<file path="src/design/nfc_pkg.sv">
/* Shared types and widths for the NAND flash bus sequencer
   Compiled first and imported by every design module */
package nfc_pkg;

    localparam int CMD_WID      = 8;
    localparam int ADDR_CNT_WID = 4;
    localparam int DAT_CNT_WID  = 14;
    localparam int T_CNT_WID    = 4;

    // Sequencer states
    typedef enum logic [3:0] {
        IDLE     = 4'h0,
        CMD_PRE  = 4'h1,
        CMD_WR   = 4'h2,
        ADDR_PRE = 4'h3,
        ADDR_WR  = 4'h4,
        DAT_LD   = 4'h5,
        DAT_WR   = 4'h6,
        DAT_HD   = 4'h7,
        DAT_RD   = 4'h8,
        END      = 4'h9
    } nfif_state_e;

    // Requests from the register block, dat_dir 1 is a flash write
    typedef struct packed {
        logic cmd_en;
        logic addr_en;
        logic dat_en;
        logic dat_dir;
    } nfc_req_t;

    // Bus cycle is 2*total_cycle+2 clocks
    typedef struct packed {
        logic [2:0] total_cycle;
        logic [3:0] high_cycle;
    } nfc_tconf_t;

    typedef struct packed {
        logic cle;
        logic ale;
        logic web;
        logic reb;
        logic dir;
    } nf_pins_t;

    typedef struct packed {
        logic cmd_done;
        logic addr_done;
        logic dat_done;
    } nfif_status_t;

endpackage
</file>
<file path="src/design/nfc_if_top.sv">
/* NAND flash bus sequencer top, joins the FSM, strobe timing,
   address select and data path behind the register and memory ports */
module nfc_if_top
    import nfc_pkg::*;
#(
    parameter int DAT_WID = 16
)
(
    input  logic                    clk_2x,
    input  logic                    rst_n,
    // Register side
    input  nfc_req_t                req,
    input  logic [CMD_WID-1:0]      if_cmd,
    input  logic [31:0]             col_addr,
    input  logic [31:0]             row_addr,
    input  logic [ADDR_CNT_WID-1:0] addr_cnt,
    input  logic [DAT_CNT_WID-1:0]  dat_cnt,
    input  nfc_tconf_t              tconf,
    output nfif_status_t            status,
    // Flash side
    input  logic [DAT_WID-1:0]      nf_din,
    output logic [DAT_WID-1:0]      nf_dout,
    output nf_pins_t                pins,
    // Memory side
    output logic                    dat_rdy,
    input  logic                    mem_wr,
    input  logic [DAT_WID-1:0]      mem_din,
    input  logic                    sink_rdy,
    output logic                    data_wr,
    output logic [DAT_WID-1:0]      data_out
);

    nfif_state_e        state;
    logic               cycle_end;
    logic               byte_next;
    logic               word_taken;
    logic [CMD_WID-1:0] addr_byte;

    nfif_seq_fsm u_seq_fsm (
        .clk_2x     (clk_2x),
        .rst_n      (rst_n),
        .req        (req),
        .addr_cnt   (addr_cnt),
        .dat_cnt    (dat_cnt),
        .cycle_end  (cycle_end),
        .word_taken (word_taken),
        .sink_rdy   (sink_rdy),
        .state      (state),
        .status     (status),
        .byte_next  (byte_next),
        .dat_rdy    (dat_rdy)
    );

    nfif_strobe_gen u_strobe_gen (
        .clk_2x    (clk_2x),
        .rst_n     (rst_n),
        .state     (state),
        .tconf     (tconf),
        .pins      (pins),
        .cycle_end (cycle_end)
    );

    nfif_addr_byte_sel u_addr_byte_sel (
        .clk_2x    (clk_2x),
        .rst_n     (rst_n),
        .state     (state),
        .byte_next (byte_next),
        .col_addr  (col_addr),
        .row_addr  (row_addr),
        .addr_byte (addr_byte)
    );

    nfif_data_path #(
        .DAT_WID (DAT_WID)
    ) u_data_path (
        .clk_2x     (clk_2x),
        .rst_n      (rst_n),
        .state      (state),
        .pins       (pins),
        .if_cmd     (if_cmd),
        .addr_byte  (addr_byte),
        .nf_din     (nf_din),
        .mem_wr     (mem_wr),
        .mem_din    (mem_din),
        .nf_dout    (nf_dout),
        .word_taken (word_taken),
        .data_wr    (data_wr),
        .data_out   (data_out)
    );

endmodule

</file>
<file path="src/design/nfif_data_path.sv">
/* Flash output data register, write word fetch and read capture
   toward the memory-side sink */
module nfif_data_path
    import nfc_pkg::*;
#(
    parameter int DAT_WID = 16
)
(
    input  logic               clk_2x,
    input  logic               rst_n,
    input  nfif_state_e        state,
    input  nf_pins_t           pins,
    input  logic [CMD_WID-1:0] if_cmd,
    input  logic [CMD_WID-1:0] addr_byte,
    input  logic [DAT_WID-1:0] nf_din,
    input  logic               mem_wr,
    input  logic [DAT_WID-1:0] mem_din,
    output logic [DAT_WID-1:0] nf_dout,
    output logic               word_taken,
    output logic               data_wr,
    output logic [DAT_WID-1:0] data_out
);

    logic reb_d;
    logic rd_rise;

    //////////////////////////////
    // Toward the flash
    //////////////////////////////
    // Address byte tracks the selector every cycle of the address phase
    always_ff @(posedge clk_2x)
    begin
        if (state == CMD_PRE)
            nf_dout <= DAT_WID'(if_cmd);
        else if (state inside {ADDR_PRE, ADDR_WR})
            nf_dout <= DAT_WID'(addr_byte);
        else if (mem_wr)
            nf_dout <= mem_din;
    end

    always_ff @(posedge clk_2x or negedge rst_n)
    begin
        if (!rst_n)
            word_taken <= 1'b0;
        else
            word_taken <= mem_wr;
    end

    //////////////////////////////
    // From the flash
    //////////////////////////////
    always_ff @(posedge clk_2x or negedge rst_n)
    begin
        if (!rst_n)
            reb_d <= 1'b1;
        else
            reb_d <= pins.reb;
    end

    assign rd_rise = (state == DAT_RD) && pins.reb && !reb_d;

    // Sampled while RE# is low, so the value held is the one at the rising edge
    always_ff @(posedge clk_2x)
    begin
        if ((state == DAT_RD) && !pins.reb)
            data_out <= nf_din;
    end

    always_ff @(posedge clk_2x or negedge rst_n)
    begin
        if (!rst_n)
            data_wr <= 1'b0;
        else
            data_wr <= rd_rise;
    end

endmodule

</file>
<file path="src/design/nfif_addr_byte_sel.sv">
/* Address byte index and column/row byte select, column bytes first,
   each word sent low byte first */
module nfif_addr_byte_sel
    import nfc_pkg::*;
(
    input  logic               clk_2x,
    input  logic               rst_n,
    input  nfif_state_e        state,
    input  logic               byte_next,
    input  logic [31:0]        col_addr,
    input  logic [31:0]        row_addr,
    output logic [CMD_WID-1:0] addr_byte
);

    logic [2:0]  byte_idx;
    logic [2:0]  sel_idx;
    logic [31:0] addr_word;

    always_ff @(posedge clk_2x or negedge rst_n)
    begin
        if (!rst_n)
            byte_idx <= '0;
        else if (state != ADDR_WR)
            byte_idx <= '0;
        else if (byte_next)
            byte_idx <= byte_idx + 1'b1;
    end

    // Look ahead on byte_next so the next byte is ready at the cycle boundary
    assign sel_idx   = byte_idx + {2'b00, byte_next};
    assign addr_word = sel_idx[2] ? row_addr : col_addr;

    always_comb
    begin
        case (sel_idx[1:0])
            2'd0:    addr_byte = addr_word[7:0];
            2'd1:    addr_byte = addr_word[15:8];
            2'd2:    addr_byte = addr_word[23:16];
            default: addr_byte = addr_word[31:24];
        endcase
    end

endmodule

</file>
<file path="src/design/nfif_strobe_gen.sv">
/* Bus cycle timer and pin generation for CLE, ALE, WE#, RE# and bus direction */
module nfif_strobe_gen
    import nfc_pkg::*;
(
    input  logic        clk_2x,
    input  logic        rst_n,
    input  nfif_state_e state,
    input  nfc_tconf_t  tconf,
    output nf_pins_t    pins,
    output logic        cycle_end
);

    logic [T_CNT_WID-1:0] t_cnt;
    logic                 wr_active;
    logic                 rd_active;
    logic                 timed;
    logic                 strobe_hi;
    logic                 cle_q;
    logic                 ale_q;

    assign wr_active = state inside {CMD_WR, ADDR_WR, DAT_WR};
    assign rd_active = (state == DAT_RD);
    assign timed     = wr_active || rd_active;

    // Last clock of a 2T+2 cycle
    assign cycle_end = timed && (t_cnt == {tconf.total_cycle, 1'b1});

    always_ff @(posedge clk_2x or negedge rst_n)
    begin
        if (!rst_n)
            t_cnt <= '0;
        else if (!timed || cycle_end)
            t_cnt <= '0;
        else
            t_cnt <= t_cnt + 1'b1;
    end

    // High phase of the active strobe, always low in the first clock of a cycle
    always_ff @(posedge clk_2x or negedge rst_n)
    begin
        if (!rst_n)
            strobe_hi <= 1'b0;
        else
            strobe_hi <= timed && !cycle_end && (t_cnt >= tconf.high_cycle);
    end

    // Latch enables span the whole operation up to END
    always_ff @(posedge clk_2x or negedge rst_n)
    begin
        if (!rst_n)
        begin
            cle_q <= 1'b0;
            ale_q <= 1'b0;
        end
        else if (state == END)
        begin
            cle_q <= 1'b0;
            ale_q <= 1'b0;
        end
        else
        begin
            if (state == CMD_PRE)
                cle_q <= 1'b1;
            if (state == ADDR_PRE)
                ale_q <= 1'b1;
        end
    end

    // Idle strobes sit high
    always_comb
    begin
        pins.cle = cle_q;
        pins.ale = ale_q;
        pins.web = !wr_active || strobe_hi;
        pins.reb = !rd_active || strobe_hi;
        pins.dir = state inside {CMD_WR, ADDR_WR, DAT_LD, DAT_WR};
    end

endmodule

</file>
<file path="src/design/nfif_seq_fsm.sv">
/* Operation sequencer: picks a request, counts address bytes and data words,
   and reports completion with one-cycle done pulses */
module nfif_seq_fsm
    import nfc_pkg::*;
(
    input  logic                    clk_2x,
    input  logic                    rst_n,
    input  nfc_req_t                req,
    input  logic [ADDR_CNT_WID-1:0] addr_cnt,
    input  logic [DAT_CNT_WID-1:0]  dat_cnt,
    input  logic                    cycle_end,
    input  logic                    word_taken,
    input  logic                    sink_rdy,
    output nfif_state_e             state,
    output nfif_status_t            status,
    output logic                    byte_next,
    output logic                    dat_rdy
);

    nfif_state_e              state_nxt;
    logic [ADDR_CNT_WID-1:0]  byte_cnt;
    logic [DAT_CNT_WID-1:0]   word_cnt;
    logic                     last_byte;
    logic                     last_word;
    logic                     data_op;

    assign last_byte = (byte_cnt == addr_cnt - 1'b1);
    assign last_word = (word_cnt == dat_cnt - 1'b1);
    assign data_op   = state inside {DAT_LD, DAT_WR, DAT_HD, DAT_RD};

    // Done pulses land in the final cycle of the final bus cycle
    always_comb
    begin
        status.cmd_done  = (state == CMD_WR) && cycle_end;
        status.addr_done = (state == ADDR_WR) && cycle_end && last_byte;
        status.dat_done  = (state inside {DAT_WR, DAT_RD}) && cycle_end && last_word;
    end

    assign byte_next = (state == ADDR_WR) && cycle_end && !last_byte;

    // Drops as soon as the fetched word is seen
    assign dat_rdy = (state == DAT_LD) && !word_taken;

    //////////////////////////////
    // Next state
    //////////////////////////////
    always_comb
    begin
        state_nxt = state;
        case (state)
            IDLE:
            begin
                if (req.cmd_en)
                    state_nxt = CMD_PRE;
                else if (req.addr_en)
                    state_nxt = ADDR_PRE;
                else if (req.dat_en && req.dat_dir)
                    state_nxt = DAT_LD;
                else if (req.dat_en)
                    state_nxt = DAT_HD;
            end
            CMD_PRE:
                state_nxt = CMD_WR;
            CMD_WR:
            begin
                if (cycle_end)
                    state_nxt = END;
            end
            ADDR_PRE:
                state_nxt = ADDR_WR;
            ADDR_WR:
            begin
                if (cycle_end && last_byte)
                    state_nxt = END;
            end
            DAT_LD:
            begin
                if (word_taken)
                    state_nxt = DAT_WR;
            end
            // One word in flight, so every write cycle goes back for the next
            DAT_WR:
            begin
                if (cycle_end)
                    state_nxt = last_word ? END : DAT_LD;
            end
            DAT_HD:
            begin
                if (sink_rdy)
                    state_nxt = DAT_RD;
            end
            DAT_RD:
            begin
                if (cycle_end && last_word)
                    state_nxt = END;
                else if (cycle_end && !sink_rdy)
                    state_nxt = DAT_HD;
            end
            default:
                state_nxt = IDLE;
        endcase
    end

    always_ff @(posedge clk_2x or negedge rst_n)
    begin
        if (!rst_n)
            state <= IDLE;
        else
            state <= state_nxt;
    end

    //////////////////////////////
    // Byte and word counters
    //////////////////////////////
    always_ff @(posedge clk_2x or negedge rst_n)
    begin
        if (!rst_n)
            byte_cnt <= '0;
        else if (state != ADDR_WR)
            byte_cnt <= '0;
        else if (cycle_end)
            byte_cnt <= byte_cnt + 1'b1;
    end

    always_ff @(posedge clk_2x or negedge rst_n)
    begin
        if (!rst_n)
            word_cnt <= '0;
        else if (!data_op)
            word_cnt <= '0;
        else if (cycle_end)
            word_cnt <= word_cnt + 1'b1;
    end

endmodule

</file>
<file path="config.mk">
export PLATFORM = sky130hd
export DESIGN_NAME = nfc_if_top
export DESIGN_NICKNAME = d
export VERILOG_FILES = /design/src/design/nfc_pkg.sv /design/src/design/nfc_if_top.sv /design/src/design/nfif_data_path.sv /design/src/design/nfif_addr_byte_sel.sv /design/src/design/nfif_strobe_gen.sv /design/src/design/nfif_seq_fsm.sv
export SDC_FILE = /design/constraint.sdc
export NUM_CORES = 1
export LEC_CHECK = 0
export BUFFER_PORTS_ARGS = -buffer_cell sky130_fd_sc_hd__buf_2
export CAP_MARGIN = 20
export CORE_MARGIN = 2
export CORE_UTILIZATION = 30
export DETAILED_ROUTE_END_ITERATION = 12
export SYNTH_ARGS = -nofsm -noshare
export SYNTH_HDL_FRONTEND = slang
export SYNTH_SLANG_ARGS = --single-unit
</file>
<file path="constraint.sdc">
create_clock -name clk_2x -period 10.5 [get_ports clk_2x]
set_clock_uncertainty 0.1 [all_clocks]
set_input_delay 0.525 -clock clk_2x [delete_from_list [all_inputs] [get_ports clk_2x]]
set_output_delay 0.525 -clock clk_2x [all_outputs]
set_load 0.05 [all_outputs]
</file>
# == After elaboration in Yosys (flattened, before gate mapping) ==
# Cells that the tools add are included.
# classes
n_mux,29
multipliers,0
n_lt_le_gt_ge,1
bitwise,0
eq_ne,23
n_div,0
n_reduce_logical,44
add_sub_neg,7
shifts,0
# ops
op,count
4-bit 2-to-1 mux,15
4-bit one-hot mux with 9 select lines,1
32-bit 2-to-1 mux,1
14-bit 2-to-1 mux,2
8-bit 2-to-1 mux,3
8-bit one-hot mux with 3 select lines,1
1-bit logical AND,17
"4-bit by 3-bit equality test with 1-bit output, second input constant",4
"14-bit by 1-bit adder with 14-bit output, second input constant",1
14-bit equality test,1
"14-bit by 1-bit subtractor with 14-bit output, second input constant",1
2-bit nonzero test,6
1-bit logical NOT,9
"4-bit by 1-bit adder with 4-bit output, second input constant",2
"4-bit by 2-bit equality test with 1-bit output, second input constant",2
4-bit equality test,2
"4-bit equality test, second input constant",2
"2-bit by 1-bit inequality test with 1-bit output, second input constant",4
4-bit nonzero test,2
7-bit AND reduction,1
3-bit 2-to-1 mux,2
3-bit nonzero test,2
"5-bit by 4-bit inequality test with 1-bit output, second input constant",1
"4-bit by 1-bit equality test with 1-bit output, second input constant",1
14 further kinds,21
# word_totals
n_memories,0
mem_bits_rw,0
latchBits,0
wordCells,118
rom_bits,0
out_inout_bits,42
reg_bits,67
in_bits,137

# == Logic depth before layout (Yosys ltp) ==
# depth
ltp_word,11
depth_mapped,17
depth_no_buf,16

# == Hierarchy ==
# From an unflattened synthesis, not the netlist that was laid out.
# hier_totals
cells_unflattened,481
hier_area_um2,4680.7
# modules_own_cells
mod,area_each_um2,cells_each,seq_area_each_um2,instances
nfif_seq_fsm,1899.3,224,550.5,1
nfif_data_path,1468.9,108,957.2,1
nfif_addr_byte_sel,812.0,95,75.1,1
nfif_strobe_gen,500.5,54,175.2,1

# == Least setup slack after synthesis ==
# Ideal clock, no wire load.
# synth_timing
path_type,input port to output port
start,input port dat_cnt[3]
end,output port status[0] (netlist bit)
path_slack_ps,6182
n_path_buf,0
required_ps,9875
path_stages,6
arrival_ps,3693
cell_sequence,or4_4 -> or3_1 -> a21o_1 -> a2111oi_4 -> nand3_2 -> nor4_1
# synth_lines
item,line,rtl
start: declaration,nfc_if_top.sv:17,"input logic [DAT_CNT_WID-1:0] dat_cnt,"
end: declaration,nfc_if_top.sv:19,"output nfif_status_t status,"

# == Worst setup path after layout ==
# layout_timing
start,register u_seq_fsm.state[2]
end,"register u_data_path.nf_dout[0], data pin"
# layout_between
elab_chain_len,11
elab_cells_between_ends,20
classes_between,add/sub (1); eq/ne (8); mux (4); reduce/logical (7)
# layout_rtl
item,line,rtl
start: declaration,nfif_seq_fsm.sv:14,"output nfif_state_e state,"
start signal: assignment,nfif_seq_fsm.sv:109,state <= state_nxt;
4-bit by 2-bit equality test with 1-bit output (tied with other cells),nfif_strobe_gen.sv:21,"assign wr_active = state inside {CMD_WR, ADDR_WR, DAT_WR};"
3-bit nonzero test,nfif_strobe_gen.sv:21,
1-bit logical OR,nfif_strobe_gen.sv:23,assign timed = wr_active || rd_active;
1-bit logical AND,nfif_strobe_gen.sv:26,"assign cycle_end = timed && (t_cnt == {tconf.total_cycle, 1'b1});"
1-bit logical AND (2 in a row),nfif_seq_fsm.sv:39,assign byte_next = (state == ADDR_WR) && cycle_end && !last_byte;
3-bit by 1-bit adder with 3-bit output,nfif_addr_byte_sel.sv:30,"assign sel_idx = byte_idx + {2'b00, byte_next};"
2-bit equality test (tied with other cells),nfif_addr_byte_sel.sv:35,case (sel_idx[1:0])
8-bit one-hot mux with 3 select lines,nfif_addr_byte_sel.sv:35,
8-bit 2-to-1 mux,nfif_data_path.sv:35,"else if (state inside {ADDR_PRE, ADDR_WR})"
8-bit 2-to-1 mux (*),nfif_data_path.sv:33,if (state == CMD_PRE)
end signal: assignment,nfif_data_path.sv:34,nf_dout <= DAT_WID'(if_cmd);
end signal: assignment,nfif_data_path.sv:36,nf_dout <= DAT_WID'(addr_byte);
end signal: assignment,nfif_data_path.sv:38,nf_dout <= mem_din;
end: declaration,nfif_data_path.sv:18,"output logic [DAT_WID-1:0] nf_dout,"
# Every way passes the cells marked *; elsewhere a longest branch is shown, timed or not.
# A chain may end at the register's enable or synchronous reset.

==> impl_metrics.py <==
metrics = {
    "pwr": {
        "p_sw_mw": 0.531,
        "internal_power_mw": 0.720,
        "combPwrFrac_pct": 42.0,
        "p_per_area_mw_per_mm2": 220,
        "pwr-share-seq_pct": 31.2,
        "peakVddDrop_v": 0.000141,
        "p_leak_nw": 2.56,
        "p_sw_share_pct": 42.5,
        "pwr-share-clk_pct": 26.7,
    },
    "logic_synthesis": {
        "synth_top_area_share_pct": 19.8,
        "syn_avg_cell_area_sq_um": 9.05,
        "synth_nets": 624,
        "synth.area.mux_share_pct": 5.72,
        "synth_cell_types": 49,
        "ys.flop_type": "dfrtp_1",
        "synth_edf_count": 24,
        "synth_area_leaders": "dfrtp_1 20%, edfxtp_1 17%, mux2i_1 5.4%",
        "ys_seq_area_share_pct": 41.0,
        "synth_seq_cells": 67,
        "synth-adder-area-share_pct": 3.79,
        "ys_warn_count": 0,
        "synth_compound_area_share_pct": 16.7,
        "synthXorXnorAreaFrac_pct": 8.78,
        "async_flop_share_pct": 52.2,
        "synth-simple-area-share_pct": 20.4,
        "synth_top_family_by_area": "simple AND/OR/NAND/NOR gates",
        "syn_area_sq_mm": 0.00429,
        "synth_top_area_cell": "dfrtp_1",
        "syn_inst": 474,
    },
    "run_status": {
        "status": "completed",
    },
    "detailed_routing": {
        "drc": 0,
        "first_pass_iters": 5,
        "wl_mm": 12.5,
        "vias": 4245,
        "drt_iter0_markers": 163,
        "post_drt_wl_per_cell_um": 15.1,
        "antenna_left": 0,
        "via_per_inst": 5.13,
    },
    "die": {
        "chipHeight_um": 124,
        "start_util_pct": 30.8,
        "io_pins": 179,
        "rows": 43,
        "die_area_sq_mm": 0.0153,
        "dieWidth_um": 124,
        "coreArea_sq_mm": 0.0139,
    },
    "sta": {
        "fin_crit_ns": 4.60,
        "fmax_mhz": 218,
        "slew_viol_final": 0,
        "worst_pin_slew_ns": 0.959,
        "finalSetupTns_ns": 0,
        "whs_ns": 0.197,
        "setup_viol": 0,
        "max_slew_margin_pct": 35.8,
        "period_share_pct": 43.8,
        "hold_viol": 0,
        "rsz0062_at_grt": "no",
    },
    "placement": {
        "io_buffers": 178,
        "place.gp.congestion": 0.966,
        "dp_hpwl_mm": 10.1,
        "placed_area_sq_mm": 0.00534,
    },
    "grt": {
        "grt_pass1_vias": 4189,
        "antenna_found_initial": 0,
        "grt_max_degree": 36,
        "grt_pass1_wl_mm": 19.3,
        "grt_use_total_pct": 16.3,
        "grt.overflow.total": 0,
    },
    "setup_path": {
        "end_kind": "flop",
        "cp.arrival_ns": 4.65,
        "crit_type": "flop to flop",
        "critical_path.startpoint_type": "flop",
        "required_ns": 10.55,
        "cp_max_fo": 25,
        "r2r_cells": 15,
    },
    "final_layout": {
        "nets": 793,
        "mostFrequentLayoutCells": "178 x buf_2, 58 x nor2_1, 37 x nand2_1, 37 x a21oi_1, 34 x dfrtp_1",
        "antenna_cells": 0,
        "regArea_sq_mm": 0.00176,
        "fillers": 1403,
        "layout_commonest_cell": "buf_2",
        "design_area_sq_mm": 0.00568,
        "area_delta_synth_final_pct": 32.4,
        "multiInputGateArea_sq_mm": 0.00238,
        "drive_gt1_share_pct": 31.9,
    },
    "clocking": {
        "cts_tree": "built",
        "postCtsHoldBufs": 0,
        "cts.htree.levels": 3,
        "clockBufferDepth": 2,
        "numCtsBuffers": 9,
        "clkTransAtPathRegs_ns": 0.06,
        "clock_latency_ns": 0.32,
        "post-cts-setup-buffers": 0,
        "root_buffer": "clkbuf_16",
        "ctsResizeCount": 0,
        "cts_sinks": 67,
    },
    "worst_hold_path": {
        "hold_path.class": "primary input to asynchronous set/reset pin",
    },
    "run": {
        "drv_cap": 0,
    },
}
path summary, 6_finish.rpt:
check / end / start / slack, ns
setup / recovery: u_data_path.nf_dout[0] / u_seq_fsm.state[2] / 5.90
hold / removal: u_seq_fsm.word_cnt[4] / rst_n / 0.20
setup reg to reg: u_data_path.nf_dout[0] / u_seq_fsm.state[2] / 5.90
hold reg to reg: u_data_path.nf_dout[12] / u_data_path.nf_dout[12] / 0.39
max in group asynchronous: u_addr_byte_sel.byte_idx[2] / rst_n / 9.60
min in group clk_2x: u_data_path.data_out[4] / nf_din[4] / 0.27
flip-flops by register name, indices dropped and copies added, names as in the netlist:
register / count
u_data_path.data_out: 16
u_data_path.nf_dout: 16
u_seq_fsm.word_cnt: 14
u_seq_fsm.byte_cnt: 4
u_seq_fsm.state: 4
u_strobe_gen.t_cnt: 4
u_addr_byte_sel.byte_idx: 3
u_data_path.data_wr: 1
u_data_path.reb_d: 1
u_data_path.word_taken: 1
u_strobe_gen.ale_q: 1
u_strobe_gen.cle_q: 1
u_strobe_gen.strobe_hi: 1
cell families (layout without fill, tap and decap cells):
| group | after synthesis | in the layout |
|---|---|---|
| and+or+nand+nor | 179 | 179 |
| AOI/OAI and AO/OA | 109 | 109 |
| DFF | 67 | 67 |
| xor gates and xnor gates | 43 | 43 |
| buffers and inverters | 39 | 213 |
| muxes | 24 | 24 |
| adders and majority gates | 13 | 13 |
power groups by stage:
| stage | sequential, mW | combinational [mW] | clock [mW] |
|---|---|---|---|
| after floorplan | 0.516 | 0.270 | 0 |
| after global placement | 0.393 | 0.525 | 0 |
| after detailed placement | 0.395 | 0.530 | 0 |
| after CTS | 0.391 | 0.531 | 0.343 |
| after global routing | 0.400 | 0.573 | 0.355 |
| final | 0.391 | 0.526 | 0.334 |
critical path, stage by stage (launching register included):
cell      delay, ns
dfrtp_1        0.55
o21a_1         0.26
or3_1          0.36
nor2_1         0.75
nand2_1        0.27
nor2_1         0.17
ha_1           0.19
ha_1           0.19
xor2_2         0.07
buf_4          0.22
nor2_1         0.40
a21oi_1        0.12
nand2b_1       0.17
a221oi_1       0.31
a21oi_1        0.07
o21ai_0        0.22
Yosys cell counts, types with 3 or more instances:
master,instances
xnor2_1,17
dfrtp_1,34
a21o_1,3
nand4_1,11
nor2b_1,6
xor2_1,26
a221oi_1,10
nand2_1,37
nor4_1,5
nor3_1,12
mux2i_1,23
and2_1,3
a22oi_1,17
ha_1,13
nand3_1,9
inv_1,16
o21ai_0,26
dfxtp_1,8
a21oi_1,37
nor2_1,58
clkbuf_1,18
or3_1,6
nand2b_1,20
buf_1,3
edfxtp_1,24
and3_1,3
stage by stage:
| stage | total power [mW] | cells | util (%) | setup slack [ns] |
|---|---|---|---|---|
| floorplan | 0.787 | 474 | - | 6.18 |
| global placement | 0.918 | 812 | 38.3 | 6.11 |
| detailed placement | 0.925 | 812 | 38.3 | 5.97 |
| CTS | 1.26 | 828 | 40.8 | 5.94 |
| global route | 1.33 | 828 | 40.8 | 5.53 |
| finish | 1.25 | 828 | 40.8 | 5.90 |
metal layers:
metal	up-vias	wire length (um)	track usage [%]
li1	2036	-	-
met1	1988	4820	18.2
met2	183	6330	28.7
met3	38	828	4.17
met4	0	518	8.31
met5	-	0	0
area by class of cell:
class	instances	share of cell area [%]
Tap cell	180	3.97
Inverter	16	1.06
Clock inverter	5	1.48
Multi-Input combinational cell	368	42.0
Clock buffer	11	4.47
Timing Repair Buffer	181	16.1
Sequential cell	67	31.0
No activity file was read; power rests on OpenSTA's default activity.
